[src/lmfe_pkg.sv]
package lmfe_pkg;

    localparam int IMG_W      = 128;
    localparam int IMG_H      = 128;
    localparam int WIN        = 7;
    localparam int HALF       = 3;         // window radius
    localparam int MEDIAN_IDX = 24;        // middle of 49 sorted entries
    localparam int ROW_SLOTS  = 7;         // rows held in the line buffer

    typedef logic [7:0] pixel_t;
    typedef logic [6:0] col_t;
    typedef logic [7:0] row_cnt_t;         // 0 to 128
    typedef logic [2:0] slot_t;

    // one pixel write into the line buffer
    typedef struct packed {
        logic   valid;
        slot_t  slot;
        col_t   col;
        pixel_t pix;
    } lb_write_t;

    // one rank update, delete and insert in the same cycle
    typedef struct packed {
        logic   clear;                     // empty the array before this op
        logic   ins_valid;
        pixel_t ins;
        logic   del_valid;
        pixel_t del;
        logic   last;                      // final op of an output pixel
    } median_op_t;

    typedef enum logic [1:0] {
        wait_rows,
        fill,
        slide,
        row_end
    } scan_state_t;

endpackage
[src/row_loader.sv]
`timescale 1ns/1ps

module row_loader (
    input  logic                clk,
    input  logic                reset,
    input  logic                in_en,
    input  lmfe_pkg::pixel_t    Din,
    input  logic                row_done,
    output logic                busy,
    output lmfe_pkg::lb_write_t wr,
    output lmfe_pkg::row_cnt_t  rows_loaded
);
    import lmfe_pkg::*;

    col_t     wr_col;
    slot_t    wr_slot;
    row_cnt_t rows_done;                   // output rows finished by the scanner
    logic     row_ok;
    logic     accept;
    logic     frame_end;

    // row L may overwrite row L-7 once output row L-4 is finished
    assign row_ok = (rows_loaded < row_cnt_t'(ROW_SLOTS))
                 || (rows_loaded <= rows_done + row_cnt_t'(HALF));
    assign busy   = !row_ok || (rows_loaded == row_cnt_t'(IMG_H));
    assign accept = in_en && !busy;

    assign frame_end = row_done && (rows_done == row_cnt_t'(IMG_H - 1));

    assign wr = '{valid: accept, slot: wr_slot, col: wr_col, pix: Din};

    always_ff @(posedge clk or posedge reset) begin
        if (reset) begin
            wr_col      <= '0;
            wr_slot     <= '0;
            rows_loaded <= '0;
            rows_done   <= '0;
        end else begin
            if (accept) begin
                wr_col <= wr_col + 1'b1;   // wraps after the last column
                if (wr_col == col_t'(IMG_W - 1)) begin
                    rows_loaded <= rows_loaded + 1'b1;
                    wr_slot     <= (wr_slot == slot_t'(ROW_SLOTS - 1)) ? '0 : wr_slot + 1'b1;
                end
            end
            if (frame_end) begin
                // no accept here, busy holds while all rows are loaded
                rows_loaded <= '0;
                rows_done   <= '0;
                wr_slot     <= '0;
            end else if (row_done) begin
                rows_done <= rows_done + 1'b1;
            end
        end
    end

    a_slot_bound: assert property (@(posedge clk) disable iff (reset)
        rows_loaded <= rows_done + row_cnt_t'(ROW_SLOTS));

endmodule

[config.mk]
export PLATFORM = sky130hd
export DESIGN_NAME = row_loader
export DESIGN_NICKNAME = d
export VERILOG_FILES = /design/src/lmfe_pkg.sv /design/src/row_loader.sv
export SDC_FILE = /design/constraint.sdc
export NUM_CORES = 1
export LEC_CHECK = 0
export ABC_AREA = 1
export BUFFER_PORTS_ARGS = -buffer_cell sky130_fd_sc_hd__buf_2
export CELL_PAD_IN_SITES_DETAIL_PLACEMENT = 1
export CELL_PAD_IN_SITES_GLOBAL_PLACEMENT = 2
export CORE_ASPECT_RATIO = 0.7
export CORE_MARGIN = 2
export CORE_UTILIZATION = 31
export CTS_CLUSTER_SIZE = 20
export DETAILED_ROUTE_END_ITERATION = 10
export GPL_ROUTABILITY_DRIVEN = 0
export GPL_TIMING_DRIVEN = 1
export PLACE_DENSITY_LB_ADDON = 0.1
export SYNTH_ARGS = -nofsm -noshare
export SYNTH_HDL_FRONTEND = slang
export SYNTH_SLANG_ARGS = --single-unit
[constraint.sdc]
create_clock -name clk -period 2.49 [get_ports clk]
set_input_delay 0.1245 -clock clk [delete_from_list [all_inputs] [get_ports clk]]
set_output_delay 0.1245 -clock clk [all_outputs]
set_load 0.005 [all_outputs]
# == Yosys cells after proc, flatten, opt, wreduce, memory -nomap -nowiden ==
# Index checks and enable logic that the tools add are counted.
# classes
n_lt_le_gt_ge,2
n_addsub,5
mux,9
n_eq_ne,4
n_reduce_logical,10
# op_table
operator,n
8-bit 2-to-1 mux,5
"8-bit by 1-bit adder with 8-bit output, second input constant",2
3-bit 2-to-1 mux,4
"8-bit by 2-bit adder with 8-bit output, second input constant",1
"8-bit by 7-bit equality test with 1-bit output, second input constant",1
"8-bit equality test, second input constant",1
8-bit less-or-equal comparator,1
"8-bit by 3-bit < comparator with 1-bit output, second input constant",1
"7-bit by 1-bit adder with 7-bit output, second input constant",1
"7-bit equality test, second input constant",1
2-bit nonzero test,3
"3-bit by 1-bit adder with 3-bit output, second input constant",1
"3-bit equality test, second input constant",1
1-bit logical AND,2
1-bit zero test,2
1-bit logical OR,2
2-bit AND reduction,1
# word_totals
out_inout_bits,28
in_bits,12
elab_cells,34
regBits,26

# == Logic depth before layout (Yosys ltp) ==
# depth
ltp_word,9
depth_mapped,16
ltp_nobuf,16

# == Worst setup path after synthesis ==
# OpenSTA, ideal clock, no wires.
# synth_timing
path_kind,reg2reg
from,register rows_done[0]
to,register rows_loaded[1]
setup_slack_ps,247
required_ps,2373
stages_incl_launch_ff,15
arrival_ps,2126
period_less_slack_ps,2243
setup_ps,117
n_path_buf,1
path_cell_list,dfrtp_1 -> inv_1 -> ha_1 -> nor4_1 -> xor2_1 -> ha_1 -> nand2_1 -> nor2_1 -> a21oi_1 -> nand2_2 -> nand3_4 -> nand2_2 -> buf_6 -> nand3_1 -> nand2_1
# synth_via
elab_chain_len,9
elab_cells_between_ends,13
classes_between,1 x add/sub; 1 x order compare; 1 x eq/ne; 1 x mux; 9 x reduce/logical
# synth_rtl
element,line_no,text
"start, declared",row_loader.sv:17,row_cnt_t rows_done;
"start signal, assigned",row_loader.sv:52,rows_done <= rows_done + 1'b1;
8-bit by 2-bit adder with 8-bit output,row_loader.sv:24,|| (rows_loaded <= rows_done + row_cnt_t'(HALF));
8-bit less-or-equal comparator,row_loader.sv:24,
1-bit logical OR,row_loader.sv:24,
1-bit zero test,row_loader.sv:25,assign busy = !row_ok || (rows_loaded == row_cnt_t'(IMG_H));
1-bit logical OR,row_loader.sv:25,
1-bit zero test,row_loader.sv:26,assign accept = in_en && !busy;
1-bit logical AND,row_loader.sv:26,
2-bit nonzero test (no line),--,
2-bit AND reduction (no line),--,
"end signal, assigned",row_loader.sv:42,rows_loaded <= rows_loaded + 1'b1;
"end, declared",row_loader.sv:11,output lmfe_pkg::row_cnt_t rows_loaded
# Parallel ways exist; a longest one is shown, timed or not.
# A chain may end at the register's enable or synchronous reset.

# == Worst setup path in the final report ==
# layout_timing
from,register rows_done[0]
to,register rows_loaded[6]
# Same word-level chain as after synthesis.

==> metrics.md <==
| Metric | Value |
|---|---|
| Crit path buf inv count | 4 |
| Reg power frac | 35.2% |
| Die ar. | 6790 µm² |
| Max-slew headroom | 60.7% |
| Area growth from synthesis to layout | 23.4% |
| Cell-internal power | 1070 µW |
| Post-synth EDFFs | 0 |
| Final Hold Vio Count | 0 |
| Routed vias/inst | 4.61 |
| LEAKAGE | 0.00130 µW |
| CP startpoint | rows_done[0] |
| DR vias | 1,637 |
| Stages on the worst setup path | 14 |
| Buffers on Ports | 23 |
| Antenna Nets Post-Route | 0 |
| Final Setup Violations | 0 |
| Gate power share | 48.3% |
| Antenna diode count | 0 |
| Wire per inst | 13.8 µm |
| HP Class | in2reg |
| Primary FF master, synth | dfrtp_1 |
| Routed wire length | ~5000 µm |
| Power, Total | ~1800 µW |
| Gr ovfl total | 0 |
| Crit Path Max Fanout | 5 |
| Max Clock Skew | approximately 0.0091 ns |
| Clk buf depth | 2 |
| Clock network fraction of total power | 16.5% |
| MaxCap Viol Count | 0 |
| Largest net degree at the start of global routing | 27 |
| PwrDens | 770 nW/µm² |
| CP max stage delay | around 0.41 ns |
| Worst path slowest cell | dfrtp_1 |
| NetSw | 743 µW |
| Worst Tran Pin Value | approximately 0.59 ns |
| CP Capture Point | rows_loaded[6] |
| GRT Total Usage | 14.7% |
| Initial antenna violation count | 0 |
| Vias in the first global route | roughly 1,600 |
| Period Utilization, post-route | 96.1% |
| Top-area cell type share of the netlist area | between 30% and 40% |
| Critical path endpoint category | register |
| Hold WS | 0.0907 ns |
| Iteration-0 DRC count of the detailed router | 49 |
| Final instance area | around 2300 µm² |
| Max VDD drop | slightly above 0.0003 V |
| Post-synthesis cell area | 1900 µm² |
| Cts bufs inserted | 3 |
| Pre-CTS WS | between 0.02 and 0.03 ns |
| Core area | 5810 µm² |
| Status | finished, final reports clean |
| Final Max Slew Viols | 0 |
| Top-level I/O count | 40 |
| Reg2Reg Setup Slack | 0.1 ns |
| Type of origin of the critical path | register |
| Mean Syn Cell Area | 7.76 µm² |
| Clk sinks | 26 |
| Worst skew pair latency | 0.28 ns |
| Crit Path Category | reg2reg |
| Initial core utilization | 32.7% |
| Distinct cells, synth | 28 |
| Post-synthesis sequential area ratio | 34.2% |
| First-pass GRT wire length | 8050 µm |
| Yosys top cell by area | dfrtp_1 |
| Fmax achieved | 418 MHz |
| R2R depth | 14 |
| Clock transition at path regs | about 0.11 ns |
| Die H | 69.5 µm |
| Post-synth ARST share | 100% |
| Residual DRC | 0 |
| Placed inst area | 2070 µm² |
| NumNets Final | approximately 310 |
| H-Tree Depth | 1 |
| Setup WS post-layout | around 0.096 ns |
| Share of cells above drive strength 1 | 28.2% |
| Cell Chain, Critical Path | inv_4 > ha_4 > buf_4 > xor2_2 > ha_1 > nand2_1 > nor2_1 > a21oi_2 > nand2_2 > buf_6 > nand4_1 > buf_4 > nand3_1 > nand2_1 |
| Count leader, synth | nand2_1 |
| Worst Path Required | 2.66 ns |
| Synthesized Nets | 270 |
| Synthesized instance count | 245 |
| Die width | ~98 µm |
| Setup TNS | 0 ns |
| RSZ-0062 raised after global routing | true |
| Area contributors post-synth | dfrtp_1, nand2_1, ha_1 |
| Total iterations of the first detailed-routing run | 4 |
| Crit Reg-Reg Startpoint | rows_done[0] |
| Switching fraction of total power | 41.1% |
| Worst R2R End | rows_loaded[6] |
| Detailed Place HPWL | 3440 µm |
| FF+latch count, synth | 26 |
| Final worst path period need | 2.39 ns |
| Ys Warns | 0 |
| CP arrival | 2.57 ns |
| Synth top cells by count | nand2_1, inv_1, nand3_1, dfrtp_1, nor2_1 |
| CP top delay family | simple AND/OR/NAND/NOR gates |
| Cell row count | 23 |
| TritonCTS clock tree | yes |
| Clock tree root buffer cell | clkbuf_8 |
cells by family (layout without fill, tap and decap cells):
group           Yosys count  after routing  share of synthesized area [%]
simple gates            117            117                           29.2
xor+xnor                 19             19                           8.75
buf+inv                  51             86                           13.5
fa+ha+maj                13             13                           8.55
compound gates           19             19                           5.79
flops                    26             26                           34.2
what timing repair did:
item,in CTS,in global routing
endpoints found under the setup margin,4,20
cloned,0,1
setup buffers,2,9
hold buffers,1,0
pin swaps,2,10
gates resized for setup,5,25
hold endpoints to repair,26,0
power groups by stage:
stage	clock [µW]	combinational (µW)	sequential (µW)
2_1_floorplan	0	448	628
3_3_place_gp	0	658	642
3_5_place_dp	0	660	642
4_1_cts	309	683	635
5_1_grt	327	993	656
6_report	299	874	636
placed cells by master, fill, tap and decap left out, types with 3 or more instances in the layout:
cell type | netlist | final
a21oi_1 | 7 | 4
buf_2 | 1 | 23
buf_4 | 11 | 20
clkbuf_8 | 0 | 4
dfrtp_1 | 26 | 26
ha_1 | 13 | 11
inv_1 | 34 | 31
inv_2 | 2 | 3
nand2_1 | 52 | 49
nand2_2 | 3 | 3
nand2_4 | 0 | 3
nand3_1 | 27 | 26
nand4_1 | 4 | 4
nor2_1 | 20 | 18
o21ai_0 | 7 | 7
xor2_1 | 17 | 16
how the worst min path moves through the flow:
stage	from	to	slack [ns]	cells after the start
final	row_done	rows_done[0]	0.09	2
after global routing	row_done	rows_done[0]	0.12	2
after CTS	row_done	rows_done[1]	0.09	2
after detailed placement	reset	rows_done[1]	0.23	3
after global placement	reset	rows_done[1]	0.23	3
after floorplan	reset	rows_done[0]	0.16	1
flip-flops by register name (all words and copies together), names as in the netlist:
| register | flops |
|---|---|
| rows_loaded | 8 |
| wr_slot | 3 |
| wr_col | 7 |
| rows_done | 8 |
final cells by class:
| class | count | area, µm² |
|---|---|---|
| fillers | 730 | 3470 |
| multi-input cells | 168 | 1110 |
| flip-flops and latches | 26 | 651 |
| repair buffers | 46 | 298 |
| inverters | 36 | 140 |
| well taps | 75 | 93.8 |
| clock buffers | 4 | 55.1 |
through the flow:
stage,cells,util (%)
floorplan,245,-
global placement,339,35.6
detailed placement,339,35.6
CTS,346,37.3
global route,355,40.4
finish,355,40.4
routing by layer:
layer / GRT usage, % / wire, µm / up-vias
li1: - / - / 840
met1: 21.9 / 2630 / 774
met2: 22.4 / 2070 / 19
met3: 3.13 / 165 / 4
met4: 2.16 / 26 / 0
met5: 0 / 0 / -
Power figures use the tool's default switching activity.
