`src/lmfe_pkg.sv`:
```
package lmfe_pkg;

    localparam int IMG_W      = 128;
    localparam int IMG_H      = 128;
    localparam int WIN        = 7;
    localparam int HALF       = 3;         // window radius
    localparam int MEDIAN_IDX = 24;        // middle of 49 sorted entries
    localparam int ROW_SLOTS  = 7;         // rows held in the line buffer

    typedef logic [7:0] pixel_t;
    typedef logic [6:0] col_t;
    typedef logic [7:0] row_cnt_t;         // 0 to 128
    typedef logic [2:0] slot_t;

    // one pixel write into the line buffer
    typedef struct packed {
        logic   valid;
        slot_t  slot;
        col_t   col;
        pixel_t pix;
    } lb_write_t;

    // one rank update, delete and insert in the same cycle
    typedef struct packed {
        logic   clear;                     // empty the array before this op
        logic   ins_valid;
        pixel_t ins;
        logic   del_valid;
        pixel_t del;
        logic   last;                      // final op of an output pixel
    } median_op_t;

    typedef enum logic [1:0] {
        wait_rows,
        fill,
        slide,
        row_end
    } scan_state_t;

endpackage
```
`src/median_rank49.sv`:
```
`timescale 1ns/1ps

module median_rank49 (
    input  logic                 clk,
    input  logic                 reset,
    input  lmfe_pkg::median_op_t op,
    input  logic                 op_valid,
    output lmfe_pkg::pixel_t     Dout,
    output logic                 out_valid
);
    import lmfe_pkg::*;

    pixel_t                 arr     [WIN*WIN];  // ascending, first fill_cnt valid
    pixel_t                 del_arr [WIN*WIN];
    pixel_t                 nxt_arr [WIN*WIN];
    logic [5:0]             fill_cnt;
    logic [5:0]             cnt_base;
    logic [5:0]             cnt_del;
    logic [5:0]             nxt_cnt;
    logic [WIN*WIN-1:0]     less;
    logic                   del_on;
    logic                   ins_on;
    logic                   seen;
    logic                   last_d;

    assign del_on = op_valid && op.del_valid;
    assign ins_on = op_valid && op.ins_valid;

    always_comb begin
        cnt_base = op.clear ? '0 : fill_cnt;

        // drop the first copy of del and close the gap
        seen = 1'b0;
        for (int i = 0; i < WIN*WIN - 1; i++) begin
            if (!seen && del_on && (i < cnt_base) && (arr[i] == op.del)) begin
                seen = 1'b1;
            end
            del_arr[i] = seen ? arr[i+1] : arr[i];
        end
        if (!seen && del_on && (cnt_base == 6'(WIN*WIN)) && (arr[WIN*WIN-1] == op.del)) begin
            seen = 1'b1;
        end
        del_arr[WIN*WIN-1] = arr[WIN*WIN-1];
        cnt_del = cnt_base - {5'b0, seen};

        // entries below ins form a prefix
        for (int i = 0; i < WIN*WIN; i++) begin
            less[i] = (i < cnt_del) && (del_arr[i] < op.ins);
        end

        nxt_arr[0] = (!ins_on || less[0]) ? del_arr[0] : op.ins;
        for (int i = 1; i < WIN*WIN; i++) begin
            if (!ins_on || less[i]) begin
                nxt_arr[i] = del_arr[i];
            end else if (less[i-1]) begin
                nxt_arr[i] = op.ins;       // insert point
            end else begin
                nxt_arr[i] = del_arr[i-1];
            end
        end
        nxt_cnt = cnt_del + {5'b0, ins_on};
    end

    always_ff @(posedge clk) begin
        if (op_valid) begin
            arr <= nxt_arr;
        end
        if (last_d) begin
            Dout <= arr[MEDIAN_IDX];
        end
    end

    always_ff @(posedge clk or posedge reset) begin
        if (reset) begin
            fill_cnt  <= '0;
            last_d    <= 1'b0;
            out_valid <= 1'b0;
        end else begin
            if (op_valid) begin
                fill_cnt <= nxt_cnt;
            end
            last_d    <= op_valid && op.last;
            out_valid <= last_d;           // one cycle per median
        end
    end

    a_fill_bound: assert property (@(posedge clk) disable iff (reset)
        fill_cnt <= 6'(WIN*WIN));

    // a delete that misses means the scanner re-read a different value
    a_del_found: assert property (@(posedge clk) disable iff (reset)
        (op_valid && op.del_valid && !op.clear) |-> seen);

endmodule

```
`config.mk`:
```
export PLATFORM = sky130hd
export DESIGN_NAME = median_rank49
export DESIGN_NICKNAME = d
export VERILOG_FILES = /design/src/lmfe_pkg.sv /design/src/median_rank49.sv
export SDC_FILE = /design/constraint.sdc
export NUM_CORES = 2
export LEC_CHECK = 0
export BUFFER_PORTS_ARGS = -buffer_cell sky130_fd_sc_hd__buf_2
export CORE_MARGIN = 1.5
export CORE_UTILIZATION = 55
export CTS_BUF_LIST = sky130_fd_sc_hd__clkbuf_4 sky130_fd_sc_hd__clkbuf_8
export DETAILED_ROUTE_END_ITERATION = 10
export PLACE_DENSITY_LB_ADDON = 0.15
export SLEW_MARGIN = 20
export SYNTH_ARGS = -nofsm -noshare
export SYNTH_HDL_FRONTEND = slang
export SYNTH_SLANG_ARGS = --single-unit
```
`constraint.sdc`:
```
create_clock -name clk -period 7.55 [get_ports clk]
set_input_delay 1.1325 -clock clk [delete_from_list [all_inputs] [get_ports clk]]
set_output_delay 1.1325 -clock clk [all_outputs]
set_load 0.1 [all_outputs]
```
== Yosys cells after proc, flatten, opt, wreduce, memory -nomap -nowiden ==
Index checks and enable logic that the tools add are counted.
Word-level totals
  logic and storage cells: 743
  output and inout port bits: 9
  input port bits: 23
  bits in registers: 408
Operators by class
  add/subtract/negate cells: 2
  reduce and logical (&&, ||, !) cells: 297
  bitwise operators: 1
  eq/ne operators: 50
  multiplexer cells: 194
  magnitude comparators: 146
Operator list (number)
  8-bit 2-to-1 mux: 144
  8-bit equality test: 49
  8-bit < comparator: 49
  1-bit logical AND: 198
  6-bit < comparator, first input constant: 33
  5-bit by 6-bit < comparator with 1-bit output, first input constant: 32
  4-bit by 6-bit < comparator with 1-bit output, first input constant: 16
  1-bit zero test: 49
  1-bit logical OR: 49
  1-bit 2-to-1 mux: 49
  3-bit by 6-bit < comparator with 1-bit output, first input constant: 8
  1-bit by 6-bit < comparator with 1-bit output, first input constant: 4
  2-bit by 6-bit < comparator with 1-bit output, first input constant: 4
  6-bit by 1-bit adder with 6-bit output: 1
  6-bit equality test, second input constant: 1
  6-bit 2-to-1 mux: 1
  6-bit by 1-bit subtractor with 6-bit output: 1
  2-bit AND reduction: 1
  1-bit inverter: 1

== Logic depth before layout (Yosys ltp) ==
  depth in word-level cells: 251
  mapped depth: 28
  gate-level depth less buffers: 21

== Worst setup path after synthesis ==
Ideal clock, no wire load.
  path type: in2reg
  start point: in op[7] in the netlist's numbering
  end point: reg arr[377] in the netlist's numbering (data pin)
  required time: 7.290 ns
  library setup time: 0.260 ns
  data arrival time: 6.832 ns
  path buffers: 7
  stages on the path: 25
  setup slack: 0.459 ns
  cells stage by stage: buf_2 buf_6 buf_8 buf_6 buf_4 xor2_1 nor3_1 nand4_1 nand4_1 nor4b_1 nand2_1 nor4_4 o21ai_0 ha_1 ha_1 xor2_1 clkbuf_1 nand2_1 nor2_1 a221o_1 nor2_1 a21oi_1 and2_1 clkbuf_1 mux2_2
RTL lines
  start, declared: line median_rank49.sv:6  | input lmfe_pkg::median_op_t op,
  end signal, assigned: line median_rank49.sv:66  | arr <= nxt_arr;
  end, declared: line median_rank49.sv:13  | pixel_t arr [WIN*WIN];

==> impl_metrics.py <==
metrics = {
    "synth": {
        "yosysMostFrequentCell": "mux2_2",
        "synth_top_area_share_pct": 29.1,
        "syn_avg_cell_area_um2": 10.3,
        "yosysTopAreaCell": "edfxtp_1",
        "netlist_instances": 4011,
        "ys_types": 112,
        "synthTopCellsByArea": "edfxtp_1 (29%), mux2_2 (17%), ha_1 (11%)",
        "synth_edf_count": 400,
        "async_reset_ff_share_pct": 1.96,
        "synth_ff_type": "edfxtp_1",
        "synthesis.area_um2": 41300,
        "ys_seq_area_share_pct": 29.6,
        "synth_fp_nets": 4381,
        "synth_commonest_cells": "mux2_2 (606), edfxtp_1 (400), ha_1 (347), a21oi_1 (312), mux2i_1 (243)",
        "yosysWarnings": 0,
        "synth-seq-cells": 408,
    },
    "cts": {
        "cts_tree": "done",
        "path_clk_slew_ns": 0.06,
        "clkLatencyLatePin_ns": 0.73,
        "root_buffer": "clkbuf_8",
        "cts_inserted_buffers": 80,
        "cts_max_level": 3,
        "clock-sinks": 408,
        "clock_path_buffers": 3,
        "cts-hold-fix-buffers": 0,
    },
    "critical_path": {
        "cp_cell_sequence": "buf_4 > nor2_2 > o21ai_0 > and4_1 > a311oi_1 > and4_1 > nand3_1 > buf_12 > nor4_4 > o21ai_0 > ha_1 > buf_4 > o21ai_0 > o21a_1 > buf_4 > nand2_1 > o311a_1 > nor3b_1 > a211oi_4 > and2_1 > mux2_2",
        "reg2reg_from": "fill_cnt[5]",
        "worstPathMaxFanout": 10,
        "cpLargestDelayFamily": "simple AND/OR/NAND/NOR gates",
        "cp.buffers_inverters": 4,
        "worst_setup_path_start_kind": "flop",
        "max_stage_delay_ns": 0.51,
        "path_class": "reg -> reg",
        "critPathCaptureType": "flop",
        "r2r_end": "arr[127]",
        "crit_path_top_delay_cell": "a211oi_4",
        "r2r_slack_ns": 0.17,
        "cp.arrival_ns": 7.84,
        "cp.required_ns": 8.01,
        "reg2reg_depth": 21,
    },
    "power_and_ir_drop": {
        "leakagePower_nw": 18.1,
        "design_power_total_mw": 8.85,
        "vdd_drop_max_uv": 143,
        "powerDensity_nw_per_um2": 197,
    },
    "timing": {
        "slew_viol_final": 0,
        "final-hold-violation-count": 0,
        "period_needed_ns": 7.38,
        "tightest_slew_ns": 1.16,
        "fmaxAchievable_mhz": 135,
        "fin_skew_ns": 0.0408,
        "rsz0062_at_grt": "false",
        "timing.setup.tns_ns": 0,
        "whs_ns": 0.409,
        "slew_headroom_pct": 22.6,
        "finalSetupViolCount": 0,
        "fin_crit_sh_pct": 97.8,
    },
    "final_layout": {
        "area_growth_pct": 8.80,
        "finalInstanceArea_um2": 45000,
        "fin_cells": 5128,
        "drive_above_1_share_pct": 26.5,
        "nNetsFinal": 4458,
    },
    "place": {
        "dp_hpwl_um": 105000,
        "globalplace.congestion": 0.989,
        "place_area_um2": 43200,
        "place_inst": 4968,
        "numPortBuffers": 31,
    },
    "floorplanning": {
        "start_util_pct": 55.5,
        "dieHeight_um": 277,
        "die_w_um": 277,
        "dieArea_um2": 76800,
        "boundaryPins": 32,
        "rows": 100,
        "coreArea_um2": 74400,
    },
    "route": {
        "finalWirelength_um": 149000,
        "dr.pass1.iters": 8,
        "drtIter0Drc": 4396,
        "avgRoutedWirePerCell_um": 29.1,
        "route.detailed.drc": 0,
        "final_antenna_net_count": 0,
        "viasPerCell": 6.83,
        "vias": 35000,
    },
    "grt": {
        "grt_start_max_net_pins": 104,
        "grt_overflow": 0,
        "track_usage_pct": 38.0,
        "grt_pass1_wl_um": 222000,
        "antenna_found_initial": 4,
        "grt_pass1_vias": 34300,
    },
    "outcome": {
        "status": "completed",
    },
    "hold_path": {
        "hold_path.class": "in -> async",
    },
    "job": {
        "max_cap_viol_count": 0,
    },
}
[per-stage QoR]
stage          setup WS [ns]  utilization, %
5_1_grt               0.0301            60.4
3_3_place_gp          -0.263            58.1
2_1_floorplan          0.459               -
6_report               0.169            60.4
3_5_place_dp          -0.311            58.1
4_1_cts               0.0184            60.3
[metal layers]
| metal | GRT usage, % | wire, um | vias to the layer above |
|---|---|---|---|
| met2 | 58.7 | 65600 | 1984 |
| met1 | 52.4 | 62200 | 17100 |
| met4 | 15.9 | 6440 | 2 |
| li1 | - | - | 15600 |
| met5 | 0 | 19 | - |
| met3 | 6.75 | 15000 | 378 |
[placed cells by master (no fill, tap or decap), types with 33 or more instances in the layout]
cell / instances
xor2_1: 236
nor4_1: 74
o21ai_0: 166
nor3_1: 81
edfxtp_1: 400
a21o_1: 60
a31oi_1: 51
a21oi_1: 312
clkbuf_8: 86
o31ai_1: 33
ha_1: 347
mux2i_1: 243
buf_4: 210
nand4_1: 90
nor2_1: 136
nand3_1: 62
nand2_1: 154
mux2_2: 606
xnor2_1: 162
inv_1: 37
[power by group]
group	total, mW	switching (mW)	internal [mW]
combinational	3.20	1.78	1.42
clock	2.41	1.14	1.27
sequential	3.23	0.359	2.87
total	8.85	3.28	5.56
[logic make-up after synthesis]
group,Yosys count,share of synthesized area [%]
multiplexers,874,23.2
AO/OA/AOI/OAI,851,13.3
AND/OR/NAND/NOR,829,11.2
flip-flops,408,29.6
XOR/XNOR,398,8.44
adder cells (fa/ha/maj),347,10.5
buffers and inverters,304,3.74
[how the worst max path moves through the flow]
stage	startpoint	cells past startpoint	to	slack, ns
after floorplan	op[7]	25	arr[377]	0.46
after global placement	op[2]	24	arr[9]	-0.26
after detailed placement	op[2]	24	arr[12]	-0.31
after CTS	fill_cnt[5]	23	arr[12]	0.02
after global routing	op[19]	21	arr[123]	0.03
final	fill_cnt[5]	21	arr[127]	0.17
[registers in the layout, indices dropped and copies added, names as in the netlist]
| signal | cells |
|---|---|
| arr | 392 |
| Dout | 8 |
| fill_cnt | 6 |
| last_d | 1 |
| out_valid | 1 |
[repair_timing]
| action | 4_1_cts | 5_1_grt |
|---|---|---|
| endpoints found under the setup margin | 0 | 119 |
| resized for setup | 0 | 2 |
| setup buffers | 0 | 6 |
[layout make-up]
type                            count  area [um2]
Multi-Input combinational cell   3299       27600
Sequential cell                   408       12200
Inverter                           47         183
Timing Repair Buffer              252        2070
Clock inverter                     32         228
Antenna cell                        7        17.5
Tap cell                          969        1210
Clock buffer                      114        1390
Fill cell                        6435       29500
(Power assumes the default switching activity.)
