`config.mk`:
```
export PLATFORM = sky130hd
export DESIGN_NAME = window_scanner
export DESIGN_NICKNAME = d
export VERILOG_FILES = /design/src/lmfe_pkg.sv /design/src/window_scanner.sv
export SDC_FILE = /design/constraint.sdc
export NUM_CORES = 1
export LEC_CHECK = 0
export ABC_AREA = 1
export BUFFER_PORTS_ARGS = -buffer_cell sky130_fd_sc_hd__buf_4
export CAP_MARGIN = 20
export CORE_MARGIN = 3
export CORE_UTILIZATION = 55
export CTS_CLUSTER_SIZE = 28
export DETAILED_ROUTE_END_ITERATION = 12
export GPL_ROUTABILITY_DRIVEN = 0
export PLACE_DENSITY = 0.87
export SETUP_SLACK_MARGIN = 0.5
export SYNTH_ARGS = -nofsm -noshare
export SYNTH_HDL_FRONTEND = slang
export SYNTH_SLANG_ARGS = --single-unit
```
`constraint.sdc`:
```
create_clock -name clk -period 3.6 [get_ports clk]
set_input_delay 0.36 -clock clk [delete_from_list [all_inputs] [get_ports clk]]
set_output_delay 0.36 -clock clk [all_outputs]
set_load 0.01 [all_outputs]
```
`src/lmfe_pkg.sv`:
```
package lmfe_pkg;

    localparam int IMG_W      = 128;
    localparam int IMG_H      = 128;
    localparam int WIN        = 7;
    localparam int HALF       = 3;         // window radius
    localparam int MEDIAN_IDX = 24;        // middle of 49 sorted entries
    localparam int ROW_SLOTS  = 7;         // rows held in the line buffer

    typedef logic [7:0] pixel_t;
    typedef logic [6:0] col_t;
    typedef logic [7:0] row_cnt_t;         // 0 to 128
    typedef logic [2:0] slot_t;

    // one pixel write into the line buffer
    typedef struct packed {
        logic   valid;
        slot_t  slot;
        col_t   col;
        pixel_t pix;
    } lb_write_t;

    // one rank update, delete and insert in the same cycle
    typedef struct packed {
        logic   clear;                     // empty the array before this op
        logic   ins_valid;
        pixel_t ins;
        logic   del_valid;
        pixel_t del;
        logic   last;                      // final op of an output pixel
    } median_op_t;

    typedef enum logic [1:0] {
        wait_rows,
        fill,
        slide,
        row_end
    } scan_state_t;

endpackage
```
`src/window_scanner.sv`:
```
`timescale 1ns/1ps

module window_scanner (
    input  logic                 clk,
    input  logic                 reset,
    input  lmfe_pkg::row_cnt_t   rows_loaded,
    output lmfe_pkg::slot_t      new_slot,
    output lmfe_pkg::slot_t      old_slot,
    output lmfe_pkg::col_t       new_col,
    output lmfe_pkg::col_t       old_col,
    input  lmfe_pkg::pixel_t     new_pix,
    input  lmfe_pkg::pixel_t     old_pix,
    output lmfe_pkg::median_op_t op,
    output logic                 op_valid,
    output logic                 row_done
);
    import lmfe_pkg::*;

    scan_state_t state;
    col_t        out_row;
    col_t        out_col;
    slot_t       wrow;                     // window row 0..6
    slot_t       fill_col;                 // window column 0..6 during fill
    slot_t       c_slot;                   // slot of the center row
    row_cnt_t    need;
    logic [4:0]  slot_sum;
    slot_t       win_slot;
    int          win_row;
    int          new_x;
    int          old_x;
    logic        row_pad;
    logic        new_pad;
    logic        old_pad;
    logic        issue;
    logic        last;

    // one stage, lines up with the line buffer read latency
    logic        p_valid;
    logic        p_clear;
    logic        p_last;
    logic        p_ins_pad;
    logic        p_del_valid;
    logic        p_del_pad;

    assign need = (out_row > col_t'(IMG_H - HALF - 1)) ? row_cnt_t'(IMG_H)
                : row_cnt_t'(out_row) + row_cnt_t'(HALF + 1);

    assign win_row = int'(out_row) + int'(wrow) - HALF;
    assign new_x   = (state == fill) ? int'(fill_col) - HALF : int'(out_col) + HALF;
    assign old_x   = int'(out_col) - HALF - 1;

    assign row_pad = (win_row < 0) || (win_row > IMG_H - 1);
    assign new_pad = row_pad || (new_x < 0) || (new_x > IMG_W - 1);
    assign old_pad = row_pad || (old_x < 0) || (old_x > IMG_W - 1);

    // c_slot + wrow - 3 taken mod 7
    assign slot_sum = {2'b00, c_slot} + {2'b00, wrow} + 5'(ROW_SLOTS - HALF);
    assign win_slot = (slot_sum >= 5'(2 * ROW_SLOTS)) ? slot_t'(slot_sum - 5'(2 * ROW_SLOTS))
                    : (slot_sum >= 5'(ROW_SLOTS))     ? slot_t'(slot_sum - 5'(ROW_SLOTS))
                    : slot_t'(slot_sum);

    // rows outside the image park on the center row, always loaded
    assign new_slot = row_pad ? c_slot : win_slot;
    assign old_slot = new_slot;
    assign new_col  = new_pad ? '0 : col_t'(new_x);
    assign old_col  = (state == slide) ? (old_pad ? '0 : col_t'(old_x))
                    : (state == fill)  ? new_col
                    : ~new_col;            // idle, mirror column

    assign issue    = (state == fill) || (state == slide);
    assign last     = (wrow == slot_t'(WIN - 1)) && (state == slide || fill_col == slot_t'(WIN - 1));
    assign row_done = (state == row_end);

    assign op = '{clear:     p_clear,
                  ins_valid: 1'b1,
                  ins:       p_ins_pad ? '0 : new_pix,
                  del_valid: p_del_valid,
                  del:       p_del_pad ? '0 : old_pix,
                  last:      p_last};
    assign op_valid = p_valid;

    always_ff @(posedge clk or posedge reset) begin
        if (reset) begin
            p_valid     <= 1'b0;
            p_clear     <= 1'b0;
            p_last      <= 1'b0;
            p_ins_pad   <= 1'b0;
            p_del_valid <= 1'b0;
            p_del_pad   <= 1'b0;
        end else begin
            p_valid     <= issue;
            p_clear     <= (state == fill) && (wrow == '0) && (fill_col == '0);
            p_last      <= issue && last;
            p_ins_pad   <= new_pad;
            p_del_valid <= (state == slide);
            p_del_pad   <= old_pad;
        end
    end

    always_ff @(posedge clk or posedge reset) begin
        if (reset) begin
            state    <= wait_rows;
            out_row  <= '0;
            out_col  <= '0;
            wrow     <= '0;
            fill_col <= '0;
            c_slot   <= '0;
        end else begin
            case (state)
                wait_rows: begin
                    if (rows_loaded >= need) begin
                        state <= fill;
                    end
                end
                fill: begin
                    wrow <= (wrow == slot_t'(WIN - 1)) ? '0 : wrow + 1'b1;
                    if (wrow == slot_t'(WIN - 1)) begin
                        if (fill_col == slot_t'(WIN - 1)) begin
                            fill_col <= '0;
                            out_col  <= col_t'(1);  // first window done, pixel 0
                            state    <= slide;
                        end else begin
                            fill_col <= fill_col + 1'b1;
                        end
                    end
                end
                slide: begin
                    wrow <= (wrow == slot_t'(WIN - 1)) ? '0 : wrow + 1'b1;
                    if (wrow == slot_t'(WIN - 1)) begin
                        if (out_col == col_t'(IMG_W - 1)) begin
                            state <= row_end;
                        end else begin
                            out_col <= out_col + 1'b1;
                        end
                    end
                end
                row_end: begin
                    out_col <= '0;
                    state   <= wait_rows;
                    if (out_row == col_t'(IMG_H - 1)) begin
                        out_row <= '0;     // next frame
                        c_slot  <= '0;
                    end else begin
                        out_row <= out_row + 1'b1;
                        c_slot  <= (c_slot == slot_t'(ROW_SLOTS - 1)) ? '0 : c_slot + 1'b1;
                    end
                end
                default: state <= wait_rows;
            endcase
        end
    end

    a_no_op_waiting: assert property (@(posedge clk) disable iff (reset)
        $rose(op_valid) |-> state != wait_rows);

endmodule

```
Word-level counts from Yosys, hierarchy flattened
Index checks and enable logic that the tools add are counted.
W data, S select, Z words.

word-level totals
  bits in registers = 31
  bits in latches = 0
  memory bits (writable) = 0
  ROM bits = 0
  output and inout port bits = 42
  word-level logic and storage cells = 99
  memories = 0

operators by class
  add/subtract/negate cells = 16
  $mul = 0
  div/mod/pow operators = 0
  magnitude comparators = 10
  equality and inequality tests = 14
  shift operators = 0
  multiplexer cells = 27
  bitwise logic cells = 1
  reduce and logical (&&, ||, !) cells = 19

operators by type and width
  kind                   number
  $mux W7                9
  $gt A32 B8 Y1 const B  1
  $lt A32 B1 Y1 const B  1
  $mux W32               1
  $mux W8                3
  $mux W3                7
  $pmux W7 S3            1
  $gt A9 B8 Y1 const B   2
  $lt A9 B1 Y1 const B   2
  $sub A8 B2 Y9 const B  2
  $add A7 B1 Y7 const B  2
  $eq A7 B7 Y1 const B   2
  $mux W2                5
  $reduce_and A5 Y1      2
  $add A3 B1 Y3 const B  3
  $eq A3 B3 Y1 const B   3
  $add A7 B2 Y8 const B  1
  $add A7 B3 Y8          1
  $add A7 B3 Y8 const B  1
  $ge A8 B8 Y1           1
  $ne A2 B1 Y1 const B   4
  $pmux W2 S4            1
  $sub A7 B2 Y8 const B  1
  $gt A7 B7 Y1 const B   1
  17 further kinds       30

Longest topological paths before layout
Gate-level depths: netlist of run 1.

  word-level depth = 10
  depth in mapped cells = 16
  gate-level depth less buffers = 16

Least setup slack after synthesis of run 1
Ideal clock, no wire load.

  path type = register to output
  start point = register wrow[1]
  end point = output port old_slot[0]
  arrival = 2.667 ns
  required time = 3.240 ns
  slack = 0.573 ns
  cell stages (with the launch flop) = 14
  cell sequence = dfrtp_1 > ha_1 > ha_1 > inv_1 > fa_1 > inv_1 > ha_1 > a21oi_1 > o21ai_0 > inv_1 > nand2_1 > xor2_1 > o21ai_0 > buf_4

on the way
  longest elaborated chain between the ends = 6

ends and longest elaborated chain
  item                                                                   RTL line               source
  from (decl)                                                            window_scanner.sv:22   slot_t wrow;
  from (signal assigned)                                                 window_scanner.sv:116  wrow <= (wrow == slot_t'(WIN - 1)) ? '0 : wrow + 1'b1;
  from (signal assigned)                                                 window_scanner.sv:128  wrow <= (wrow == slot_t'(WIN - 1)) ? '0 : wrow + 1'b1;
  parallel branches: the longest is 5 deep, another holds $sub A8 B2 Y9  --
  $mux W3 *                                                              window_scanner.sv:63   assign new_slot = row_pad ? c_slot : win_slot;
  to (decl)                                                              window_scanner.sv:8    output lmfe_pkg::slot_t old_slot,

Mark *: on every way between the ends.

Final worst setup path of run 1
  start point = register wrow[1]
  end point = output port old_col[2]

on the way
  longest elaborated chain between the ends = 10

ends and longest elaborated chain
  item                                                 RTL line              source
  $add A7 B3 Y8 *                                      window_scanner.sv:48  assign win_row = int'(out_row) + int'(wrow) - HALF;
  $sub A8 B2 Y9 *                                      window_scanner.sv:48
  $lt A9 B1 Y1 / $gt A9 B8 Y1 (equally long branches)  window_scanner.sv:52  assign row_pad = (win_row < 0) || (win_row > IMG_H - 1);
  $logic_or A1 B1 Y1 *                                 window_scanner.sv:52
  $logic_or A1 B1 Y1 * (2 in series)                   window_scanner.sv:53  assign new_pad = row_pad || (new_x < 0) || (new_x > IMG_W - 1);
  net new_pad                                          window_scanner.sv:32  logic new_pad;
  $mux W7 *                                            window_scanner.sv:65  assign new_col = new_pad ? '0 : col_t'(new_x);
  $not A7 Y7                                           window_scanner.sv:68  : ~new_col;
  $mux W7 *                                            window_scanner.sv:67  : (state == fill) ? new_col
  $mux W7 *                                            window_scanner.sv:66  assign old_col = (state == slide) ? (old_pad ? '0 : col_t'(old_x))
  to (decl)                                            window_scanner.sv:10  output lmfe_pkg::col_t old_col,

The timed path passes the listed nets; every way through them passes the cells marked *.

==> results of run 1 <==
-- sequential cells by signal, summed over array words and instances, names as in the netlist --
register	cells
out_col	7
out_row	7
c_slot	3
fill_col	3
wrow	3
state	2
op_valid	1
p_clear	1
p_del_pad	1
p_del_valid	1
p_ins_pad	1
p_last	1
-- area by class of cell --
| class | count | area (µm²) |
|---|---|---|
| sequential | 31 | 779 |
| clock buffer | 6 | 82.6 |
| clock inverter | 2 | 35.0 |
| inverter | 84 | 320 |
| tap | 72 | 90.1 |
| fill | 391 | 1410 |
| timing repair buffer | 81 | 623 |
| multi-input combinational | 338 | 2300 |
-- routing by layer --
metal | wire (µm) | part of all wire [%]
met5 | 0 | 0
met4 | 275 | 3.1
met3 | 466 | 5.3
met2 | 4450 | 51
met1 | 3610 | 41
-- through the flow --
stage	hold slack [ns]	instance area, µm²
2_1_floorplan	0.464	3300
3_3_place_gp	0.526	3790
3_5_place_dp	0.557	3790
4_1_cts	0.295	4020
5_1_grt	0.353	4230
6_report	0.266	4230
-- cells by family after synthesis --
group | share of synthesized area (%)
DFF | 23.5
AOI/OAI and AO/OA | 11.6
xor gates and xnor gates | 2.92
and+or+nand+nor | 30.4
buffers and inverters | 12.8
adders and majority gates | 18.6
other | 0.114
-- layout by cell type (no fill, tap or decap), drive strengths merged --
cell type	count
o21ai	31
ha	46
inv	84
nand3b	1
o211ai	3
nor4	4
nor3	2
nor3b	1
buf	81
a22oi	3
a31oi	2
nand2	111
nand4	17
xnor2	2
xor2	9
o21a	3
nor2	47
bufinv	1
fa	2
clkinv	1
a21oi	20
dfrtp	31
nand3	27
conb	1
a21o	1
clkbuf	6
a211oi	1
o22ai	2
o21bai	2
-- worst max-delay path, cell delays in order (launching register included) --
cell	delay [ns]
sky130_fd_sc_hd__dfrtp_2	0.43
sky130_fd_sc_hd__buf_6	0.14
sky130_fd_sc_hd__ha_4	0.21
sky130_fd_sc_hd__ha_4	0.16
sky130_fd_sc_hd__fa_2	0.37
sky130_fd_sc_hd__nand4_1	0.13
sky130_fd_sc_hd__nand4_1	0.12
sky130_fd_sc_hd__nand2_2	0.17
sky130_fd_sc_hd__nand3_4	0.16
sky130_fd_sc_hd__o21ai_1	0.21
sky130_fd_sc_hd__nand3_1	0.14
sky130_fd_sc_hd__nand2_2	0.10
sky130_fd_sc_hd__buf_6	0.10
-- cell usage after synthesis, types with 3 or more instances --
cell and count:
sky130_fd_sc_hd__a21oi_1 20, sky130_fd_sc_hd__buf_2 4, sky130_fd_sc_hd__buf_4 7, sky130_fd_sc_hd__clkbuf_1 3, sky130_fd_sc_hd__dfrtp_1 31, sky130_fd_sc_hd__ha_1 46
sky130_fd_sc_hd__inv_1 76, sky130_fd_sc_hd__inv_2 7, sky130_fd_sc_hd__nand2_1 100, sky130_fd_sc_hd__nand2_2 10, sky130_fd_sc_hd__nand3_1 20, sky130_fd_sc_hd__nand3_2 4
sky130_fd_sc_hd__nand4_1 17, sky130_fd_sc_hd__nor2_1 39, sky130_fd_sc_hd__nor2_2 4, sky130_fd_sc_hd__nor2_4 4, sky130_fd_sc_hd__nor4_1 3, sky130_fd_sc_hd__o211ai_1 3
sky130_fd_sc_hd__o21a_1 3, sky130_fd_sc_hd__o21ai_0 27, sky130_fd_sc_hd__o21ai_1 4, sky130_fd_sc_hd__xor2_1 9
-- power by group through the flow --
stage	combinational [µW]	clock (µW)	sequential [µW]
2_1_floorplan	21.9	0	355
3_3_place_gp	52.7	0	355
4_1_cts	54.6	359	348
5_1_grt	60.8	380	348
3_5_place_dp	54.5	0	355
6_report	53.6	362	348
-- final timing paths --
path | start | end | slack [ns] | depth (start not counted)
setup reg to reg | out_row[3] | state[1] | 1.06 | 14
hold / removal | reset | out_row[3] | 0.27 | 2
setup / recovery | wrow[1] | old_col[2] | 0.49 | 12
hold reg to reg | c_slot[0] | c_slot[0] | 0.57 | 1
min in group clk | c_slot[0] | c_slot[0] | 0.57 | 1
max in group asynchronous | reset | wrow[1] | 2.65 | 3
-- timing repair --
item / 4_1_cts / 5_1_grt
setup buffers: 6 / 8
endpoints found under the hold margin: 0 / 0
pin swaps: 8 / 15
gates cloned: 1 / 0
gates resized for setup: 20 / 42
endpoints found under the setup margin: 13 / 15
==> reports/results.txt, run 1 <==
The flow ran to the end, and the final reports show no timing, DRC or antenna violations. The deepest clock path buffer count came out at 2. TritonCTS built the clock tree. The run gives 27.3% as the met1 usage in global routing. The repair_antennas step left the layout with diodes totalling 0. The hold violation total from the final report came out at 0. The initial core utilization is 58.5%, and the floorplan core area is 5640 µm². For the fraction of power consumed by sequential logic, the log shows 45.6%. The clock network burns 47.4% of the power. For this run, design rule violations remaining after detail routing come to 0. Detailed placement finished with a half-perimeter wire length of 6.35 mm.

The transition time at the pin with the least slew margin came out at 0.907 ns. In this run the worst path has a maximum fanout of 5. Clock-pin slew was measured on the worst setup and hold paths at 0.07 ns. The peak supply drop was 0.160 mV.

Of the available clock period, the critical path in the final layout requires 86.5%. In the final routed layout, each cell accounts on average for 14.3 µm. The via count of the first global-routing pass is 3126. The pin count of the biggest net entering global routing came out at 24. Setup repair after global routing could not meet its margin everywhere.

Derived from the worst setup path, the maximum achievable clock frequency is 321 MHz. Aggregate routed wire length: 8.81 mm. The setup path with the least slack is of type flip-flop to primary output. In the synthesized netlist the async set-or-reset flop fraction comes to 100%. The leakage power is 0.00226 µW, and the number of standard cells in the final layout excluding fillers is 614.

The number of distinct standard cells referenced by the synthesized netlist came out at 40. Once layout is complete, the utilization of the core stands at 75.0%. Final-report setup violation count: 0. The time the worst path needs with I/O delays and setup is 3.11 ns. At the end of the flow, the number of nets in the layout was 615.

The synthesized design spends more area on one cell type than any other, namely sky130_fd_sc_hd__dfrtp_1. The relative contribution of combinational cells to total power came out at 7.0%. The first global-routing pass estimated 13.3 mm of wire.

The most used flip-flop cell after synthesis is sky130_fd_sc_hd__dfrtp_1. Between clock sinks in the finished design, the worst skew comes to 0.00714 ns. The overall power of the completed layout was 764 µW; the relative area change from synthesis to final layout was 28.2%. The clock reaches the later pin of the worst-skew pair after 0.29 ns.

The run gives 27 as the total number of placement rows. Buffers placed on the I/O ports in this run total 66. In this run switching power makes up 21.2% of total power.

The clock tree synthesis step divided the H-tree into 2 levels. The fraction of layout cells with a size suffix above 1 is 30.4%, and the global-route track usage on met3 is 4.44%. The worst setup path is launched from a flip-flop. At the worst endpoint, the required time is 3.24 ns. The logs give 468 for the count of mapped cells out of synthesis and 162 µW for the switching power summed over all nets.

The die covers 6970 µm². In the routed layout, each cell is associated on average with a via count of 5.46. The proportion of netlist area held by the largest area contributor came out at 23.5%.

The chip height is 83.5 µm. Buffers inserted during clock tree synthesis total 5. In this run, synthesis produced a sequential element count of 31. Most utilized layer in the global route result: met2. The detailed router placed 3350 vias in this run.

The met2 demand-to-capacity share in global routing came out at 39.9%. The count of flip-flops with a built-in enable after synthesis is 0, and the total global-route track usage is 22.8%. The worst pin sits at a relative slew slack of 39.5%. For this design, the CTS-stage hold fixing added 0 buffers. During I/O placement, the number of pins put on the boundary was 68. The first detailed-routing pass ran for 5 iterations.

Ranked by total cell area, the synthesized netlist is headed by sky130_fd_sc_hd__dfrtp_1 (23%), sky130_fd_sc_hd__ha_1 (17%), sky130_fd_sc_hd__nand2_1 (11%). The worst setup path is captured at a primary output. The post-synth net total is 542. The min-delay analysis places its worst path in the category primary input to asynchronous set/reset pin. The arrival time reported for the critical path endpoint came out at 2.75 ns. After synthesis the cells add up to 3300 µm². The number of routed nets with antenna violations was 0. The clock drives 31 sinks. After detailed placement, the design holds a cell count of 591. The logs give 0 for the sum of overflow across all layers after global routing and 0 for the number of maximum-capacitance constraint violations. After synthesis, the mean cell area works out to 7.06 µm².

Max-slew violation count: 0. The run gives 0 as the number of antenna violations at the first check in global routing. Cell internal power was estimated by the tool at 602 µW. Setup TNS after final layout: 0 ns.

The tree is rooted in a sky130_fd_sc_hd__clkbuf_8. After layout, the worst setup slack is 0.486 ns. The total power divided by cell area is 180 nW/µm². Measured along the x axis, the die boundary spans 83.5 µm. The first routing iteration left 220 violations. Register area share after synthesis: 23.5%.

Timing analysis after detailed placement gives a worst setup slack of 0.541 ns. The synthesis warning total is 0.
Note: power is estimated with default switching activity, not from simulation.
==> run 2: changes to the inputs <==
--- a/config.mk
+++ b/config.mk
@@ -6,14 +6,14 @@
 export NUM_CORES = 1
 export LEC_CHECK = 0
 export ABC_AREA = 1
-export BUFFER_PORTS_ARGS = -buffer_cell sky130_fd_sc_hd__buf_4
 export CAP_MARGIN = 20
 export CORE_MARGIN = 3
 export CORE_UTILIZATION = 55
 export CTS_CLUSTER_SIZE = 28
 export DETAILED_ROUTE_END_ITERATION = 12
+export DONT_BUFFER_PORTS = 1
 export GPL_ROUTABILITY_DRIVEN = 0
-export PLACE_DENSITY = 0.87
+export PLACE_DENSITY = 0.77
 export SETUP_SLACK_MARGIN = 0.5
 export SYNTH_ARGS = -nofsm -noshare
 export SYNTH_HDL_FRONTEND = slang
==> run 2 against run 1 <==
  * Final cell count is 11% lower
  * Fmax decreased by 3.8%
  * First-iteration DRC count is 24% higher
  * Clock skew up 0.0020 ns
  * Power is 13% lower
  * Global-route usage is 0.11 points higher
  * Clock power down 19%
  * Routed wire length is 2.3% lower
  * Combinational power down 49%
==> reports/results.txt, run 2 (same netlist as run 1, synthesis figures left out) <==
The count of inserted antenna diode cells was 0 (unchanged); the DRC violations left was 0 (unchanged). The most common cell after layout, fill and taps aside was sky130_fd_sc_hd__nand2_1 (unchanged). The switching power summed over all nets is 161 µW (was 162 µW). The deepest clock path buffer count was 2 (unchanged); the average wire length per cell after detail routing was 15.8 µm (was 14.3 µm).

The largest stage delay on the critical path was 0.44 ns (was 0.43 ns); the chip height was 83.5 µm (unchanged). The die width came out at 83.5 µm (unchanged). Cell breakdown of the critical path: buf_4 -> ha_4 -> ha_4 -> fa_2 -> nand4_1 -> nand4_1 -> nand2_4 -> nand3_2 -> o21ai_0 -> nand3_2 -> nand2_2 (was buf_6 -> ha_4 -> ha_4 -> fa_2 -> nand4_1 -> nand4_1 -> nand2_2 -> nand3_4 -> o21ai_1 -> nand3_1 -> nand2_2 -> buf_6).

The pin count of the biggest net entering global routing is 21 (was 24). The clock latency on the worst-skew pair is 0.30 ns (was 0.29 ns). The tools report the setup TNS after final layout as 0 ns (unchanged). The detailed-router iteration count before antenna repair is 7 (was 5). The fraction of power spent switching nets is 24.1% (was 21.2%). The hold violation total from the final report came out at 0 (unchanged). The wire length of the first global-routing pass was 13.1 mm (was 13.3 mm). The number of buffers added on ports came out at 0 (was 66). The run gives 31 (unchanged) as the clock net sink count. The setup slack after layout was 0.362 ns (was 0.486 ns); the transition time at the pin with the least slew margin was 0.520 ns (was 0.907 ns).

The sum of overflow across all layers after global routing is 0 (unchanged), and the combined buffer and inverter count along the critical path is 1 (was 2). The run gives 5640 µm² (unchanged) as the floorplan core area. Overall via count from detail_route: 3121 (was 3350). The run gives 3680 µm² (was 4230 µm²) as the final instance area. The largest fanout on the critical path was 4 (was 5); the fraction of power consumed by sequential logic was 52.1% (was 45.6%).

The critical path start-end classification is flip-flop to primary output (unchanged). The tools report the first-iteration detailed-routing DRC count as 272 (was 220). The tools report the number of antenna violations at the first check in global routing as 0 (unchanged).

Class of the tightest hold or removal check: primary input to asynchronous set/reset pin (unchanged). The relative contribution of combinational cells to total power was 4.1% (was 7.0%); the die outline area was 6970 µm² (unchanged). The run gives 22.9% (was 22.8%) as the total global-route track usage. The tools report the nature of the critical path endpoint as a primary output (unchanged).

The max-slew violation count came out at 0 (unchanged). Cell family contributing the most delay on the critical path: simple AND/OR/NAND/NOR gates (unchanged). For the placement-stage cell area, the log shows 3310 µm² (was 3790 µm²). The arrival time reported for the critical path endpoint came out at 2.88 ns (was 2.75 ns). The run gives 309 MHz (was 321 MHz) as the maximum operating frequency. The worst clock skew came out at 0.00918 ns (was 0.00714 ns).

TritonCTS built the clock tree. Cell with the largest stage delay on the worst path: sky130_fd_sc_hd__dfrtp_2 (unchanged). The clock-pin transition on the worst setup and hold timing paths is 0.07 ns (about the same). The kind of start point of the critical path was a flip-flop (unchanged). Root cell of the clock tree: sky130_fd_sc_hd__clkbuf_8 (unchanged). The tools report the post-DP HPWL as 6.13 mm (was 6.35 mm). The tools report the design internal power as 507 µW (was 602 µW). The time the worst path needs with I/O delays and setup was 3.24 ns (was 3.11 ns); the sequential cell area was 781 µm² (was 779 µm²). The relative area change from synthesis to final layout is 11.5% (was 28.2%), and the combined area of the multi-input logic cells is 2280 µm² (was 2300 µm²).

The number of I/O pins is 68 (unchanged), and the final-layout fill cell count is 476 (was 391). The tools report the number of buffers added by the clock tree synthesis step as 5 (unchanged). The proportion of power drawn by the clock network was 43.8% (was 47.4%); the via count of the first global-routing pass was 2950 (was 3126).

The tools report the number of routed nets with antenna violations as 0 (unchanged). The run finished with clean final reports. Most frequent cells in the layout: sky130_fd_sc_hd__nand2_1 (93), sky130_fd_sc_hd__inv_1 (70), sky130_fd_sc_hd__ha_1 (41) (was sky130_fd_sc_hd__nand2_1 (89), sky130_fd_sc_hd__buf_4 (77), sky130_fd_sc_hd__inv_1 (70)).

The initial core utilization is 58.5% (unchanged), and the number of H-tree levels is 2 (unchanged). The fraction of layout cells with a size suffix above 1 was 19.0% (was 30.4%); the worst slack at placement was 0.605 ns (was 0.541 ns). The number of maximum-capacitance constraint violations is 0 (unchanged), and the number of nets in the finished design is 548 (was 615).

The tools report the leakage power as 0.00190 µW (was 0.00226 µW). The tools report the aggregate routed wire length as 8.61 mm (was 8.81 mm). Setup repair after global routing could not meet its margin everywhere. The total power divided by cell area came out at 181 nW/µm² (was 180 nW/µm²).

Largest registers in the final layout: out_col (7), out_row (7) (unchanged). The peak supply drop was 0.137 mV (was 0.160 mV). The final-report setup violation count is 0 (unchanged), and the worst hold slack is 0.533 ns (was 0.266 ns).

Critical path required time: 3.24 ns (about the same). The share of the clock period used by the worst path came out at 89.9% (was 86.5%). The total number of placement rows is 27 (unchanged), and the worst relative slew slack is 65.4% (was 39.5%). The detail-routed via count per cell is 5.72 (was 5.46).
## run 2: per-stage QoR
step	cells	power (µW)	util [%]
global placement	527	381	58.6
finish	546	668	65.3
floorplan	468	377	-
detailed placement	527	382	58.6
global route	546	690	65.3
CTS	538	670	61.0
## run 2: path summary, 6_finish.rpt
kind / from / endpoint / slack, ns / depth (start not counted)
min in group clk: rows_loaded[1] / state[0] / 0.55 / 4
worst max register to register: out_row[3] / state[1] / 1.13 / 14
worst max-delay path: wrow[1] / old_col[0] / 0.36 / 11
max in group asynchronous: reset / wrow[1] / 2.39 / 3
worst min register to register: c_slot[0] / c_slot[0] / 0.57 / 1
worst min-delay path: reset / p_clear / 0.53 / 2
## run 2: routing by layer
metal  GRT usage, %  vias up  wire (µm)
met1           28.3     1462       3700
met3           5.73       22        587
li1               -     1509          -
met2           38.3      128       4040
met5              0        -          0
met4           8.92        0        279
## run 2: layout make-up
class / instances / share of cell area [%]
clock buffers: 6 / 2.24
clock inverters: 1 / 0.136
inverters: 84 / 8.70
multi-input cells: 338 / 62.0
flip-flops and latches: 31 / 21.2
well taps: 72 / 2.45
repair buffers: 14 / 3.26
## run 2: power by group through the flow
stage	registers (µW)	clock network (µW)	logic, µW
floorplan	355	0	21.9
global placement	355	0	26.4
detailed placement	355	0	27.7
CTS	348	293	28.6
global route	348	310	32.2
finish	348	292	27.4
## run 2: timing repair
item	4_1_cts	5_1_grt
gates cloned	0	1
pin swaps	1	18
hold buffers	1	0
buffers inserted	3	7
resized for setup	8	42
endpoints found under the hold margin	11	0
setup endpoints to repair	8	13
==> run 3: changes to the inputs <==
--- a/config.mk
+++ b/config.mk
@@ -7,13 +7,15 @@
 export LEC_CHECK = 0
 export ABC_AREA = 1
 export CAP_MARGIN = 20
+export CELL_PAD_IN_SITES_DETAIL_PLACEMENT = 1
+export CELL_PAD_IN_SITES_GLOBAL_PLACEMENT = 1
 export CORE_MARGIN = 3
-export CORE_UTILIZATION = 55
+export CORE_UTILIZATION = 46
 export CTS_CLUSTER_SIZE = 28
 export DETAILED_ROUTE_END_ITERATION = 12
 export DONT_BUFFER_PORTS = 1
 export GPL_ROUTABILITY_DRIVEN = 0
-export PLACE_DENSITY = 0.77
+export PLACE_DENSITY = 0.88
 export SETUP_SLACK_MARGIN = 0.5
 export SYNTH_ARGS = -nofsm -noshare
 export SYNTH_HDL_FRONTEND = slang
==> run 3 against run 2 <==
  * Die area increased by 18%
  * Sequential power about the same
  * Register-to-register slack got worse by 0.16 ns
  * Final cell count increased by 5.3%
  * Sequential share of layout area decreased by 0.23 points
  * Count of clock-buffer cells in the layout increased by 2
  * Global-route usage increased by 0.57 points
  * Power increased by 4.8%
  * Worst hold slack about the same
  * Flip-flop and latch count unchanged
  * Clock skew decreased by 0.0054 ns
==> reports/results.txt, run 3 (same netlist as run 1, synthesis figures left out) <==
For the worst relative slew slack, the log shows 66.2% (was 65.4%). The maximum operating frequency came out at 324 MHz (was 309 MHz). Post-DP HPWL: 7.31 mm (was 6.13 mm).

The kind of start point of the critical path was a flip-flop (unchanged). The cell with the largest stage delay on the worst path was sky130_fd_sc_hd__fa_1 (was sky130_fd_sc_hd__dfrtp_2). The tools report the number of nets in the finished design as 552 (was 548). The number of buffers added on ports came out at 0 (unchanged). The run gives 0 (unchanged) as the number of maximum-capacitance constraint violations. The worst hold slack is 0.534 ns (was 0.533 ns), and the total power divided by cell area is 188 nW/µm² (was 181 nW/µm²).

For the detailed-router iteration count before antenna repair, the log shows 5 (was 7). The clock-pin transition on the worst setup and hold timing paths was 0.07 ns (about the same); the hold violation total from the final report was 0 (unchanged). The largest stage delay on the critical path was 0.50 ns (was 0.44 ns); the fraction of layout cells with a size suffix above 1 was 19.4% (was 19.0%). The tools report the sum of overflow across all layers after global routing as 0 (unchanged). The count of inserted antenna diode cells is 0 (unchanged). For the setup slack after layout, the log shows 0.513 ns (was 0.362 ns). Cell breakdown of the critical path: ha_4 -> ha_4 -> inv_2 -> fa_1 -> inv_2 -> ha_4 -> a21oi_2 -> o21ai_2 -> inv_2 -> nand2_2 -> xor2_1 -> o21ai_1 -> buf_4 (was buf_4 -> ha_4 -> ha_4 -> fa_2 -> nand4_1 -> nand4_1 -> nand2_4 -> nand3_2 -> o21ai_0 -> nand3_2 -> nand2_2). The overall via count from detail_route came out at 3145 (was 3121). Most frequent cells in the layout: sky130_fd_sc_hd__nand2_1 (92), sky130_fd_sc_hd__inv_1 (69), sky130_fd_sc_hd__ha_1 (40) (was sky130_fd_sc_hd__nand2_1 (93), sky130_fd_sc_hd__inv_1 (70), sky130_fd_sc_hd__ha_1 (41)).

For the arrival time reported for the critical path endpoint, the log shows 2.73 ns (was 2.88 ns). The average wire length per cell after detail routing is 17.5 µm (was 15.8 µm). The run finished with clean final reports. The transition time at the pin with the least slew margin was 0.507 ns (was 0.520 ns). The nature of the critical path endpoint was a primary output (unchanged).

The critical path start-end classification is flip-flop to primary output (unchanged). The worst slack at placement was 0.491 ns (was 0.605 ns). Largest registers in the final layout: out_col (7), out_row (7) (unchanged). Critical path required time: 3.24 ns (about the same). The time the worst path needs with I/O delays and setup is 3.09 ns (was 3.24 ns), and the die outline area is 8230 µm² (was 6970 µm²).

The root cell of the clock tree is sky130_fd_sc_hd__clkbuf_8 (unchanged). The leakage power was 0.00189 µW (was 0.00190 µW). For the number of I/O pins, the log shows 68 (unchanged). Number of routed nets with antenna violations: 0 (unchanged). The clock latency on the worst-skew pair was 0.29 ns (was 0.30 ns); the share of the clock period used by the worst path was 85.7% (was 89.9%). The total global-route track usage came out at 23.4% (was 22.9%). The class of the tightest hold or removal check is primary input to asynchronous set/reset pin (unchanged). The number of standard cells in the final layout excluding fillers is 575 (was 546). TritonCTS built the clock tree.

The number of placed cells counting well taps is 551 (was 527). The number of antenna violations at the first check in global routing is 0 (unchanged). The first-iteration detailed-routing DRC count came out at 136 (was 272).

The clock net sink count is 31 (unchanged). The chip height is 90.7 µm (was 83.5 µm), and the number of H-tree levels is 2 (unchanged). The deepest clock path buffer count was 2 (unchanged); the final-report setup violation count was 0 (unchanged).

For the initial core utilization, the log shows 48.1% (was 58.5%). The DRC violations left was 0 (unchanged); the total number of placement rows was 30 (was 27). The via count of the first global-routing pass was 3228 (was 2950). Setup repair after global routing could not meet its margin everywhere. The largest fanout on the critical path is 4 (unchanged), and the die width is 90.7 µm (was 83.5 µm). For the floorplan core area, the log shows 6870 µm² (was 5640 µm²). The tools report the max-slew violation count as 0 (unchanged). For the peak supply drop, the log shows 0.131 mV (was 0.137 mV). The final-layout fill cell count is 909 (was 476), and the pin count of the biggest net entering global routing is 21 (unchanged). The wire length of the first global-routing pass is 15.7 mm (was 13.1 mm). The aggregate routed wire length is 10.0 mm (was 8.61 mm), and the detail-routed via count per cell is 5.47 (was 5.72). The setup TNS after final layout came out at 0 ns (unchanged). The worst clock skew is 0.00377 ns (was 0.00918 ns). The tools report the number of buffers added by the clock tree synthesis step as 5 (unchanged).

The most common cell after layout, fill and taps aside is sky130_fd_sc_hd__nand2_1 (unchanged). The relative area change from synthesis to final layout was 12.6% (was 11.5%).
## run 3: cell count changes in the layout (fill, tap and decap cells not counted), sizes merged
cell	before	now
clkbuf	6	8
nand3	27	26
buf	13	18
clkinv	1	0
## run 3: final timing paths
kind | start | endpoint | depth (start not counted) | slack [ns]
worst min register to register | c_slot[0] | c_slot[0] | 1 | 0.57
min in group clk | rows_loaded[1] | state[0] | 4 | 0.55
max in group asynchronous | reset | wrow[1] | 3 | 2.39
worst max-delay path | c_slot[1] | new_slot[0] | 13 | 0.51
worst max register to register | out_row[2] | state[1] | 15 | 0.97
worst min-delay path | reset | p_last | 2 | 0.53
## run 3: routing by layer
metal	track usage, %	vias to the layer above	routed length [µm]
met5	0	-	0
met2	41.2	76	5190
li1	-	1521	-
met3	4.67	17	359
met1	28.6	1531	4330
met4	7.27	0	167
## run 3: repair_timing
action                     in CTS  in global routing
hold endpoints to repair       11                  0
resized for setup              16                 33
cloned                          0                  0
pin swaps                       3                 16
buffers inserted                6                  9
setup endpoints to repair       8                 13
hold buffers                    1                  0
## run 3: final cells by class
class / count / area (µm²) / share of cell area (%)
repair buffers: 19 / 153 / 4.11
inverters: 84 / 318 / 8.55
well taps: 96 / 120 / 3.23
clock buffers: 8 / 100 / 2.69
flip-flops and latches: 31 / 779 / 21.0
multi-input cells: 337 / 2250 / 60.5
## run 3: where the power goes
group / internal, µW / switching (µW)
Sequential: 348 / 0
Clock: 175 / 149
Combinational: 8.40 / 19.5
Total: 531 / 168
## run 3: worst max-delay path, delay by kind of cell (launching register included)
kind,cells,cell delay [ns]
AO/OA/AOI/OAI,3,0.36
XOR/XNOR,1,0.13
adder cells (fa/ha/maj),4,1.08
buffers and inverters,4,0.36
flip-flops,1,0.43
AND/OR/NAND/NOR,1,0.05
## run 3: stage by stage
stage | total power (µW) | util [%] | instance area [µm²]
after floorplan | 377 | - | 3300
after global placement | 382 | 48.6 | 3340
after detailed placement | 383 | 48.6 | 3340
after CTS | 701 | 51.4 | 3530
after global routing | 728 | 54.1 | 3720
final | 700 | 54.1 | 3720
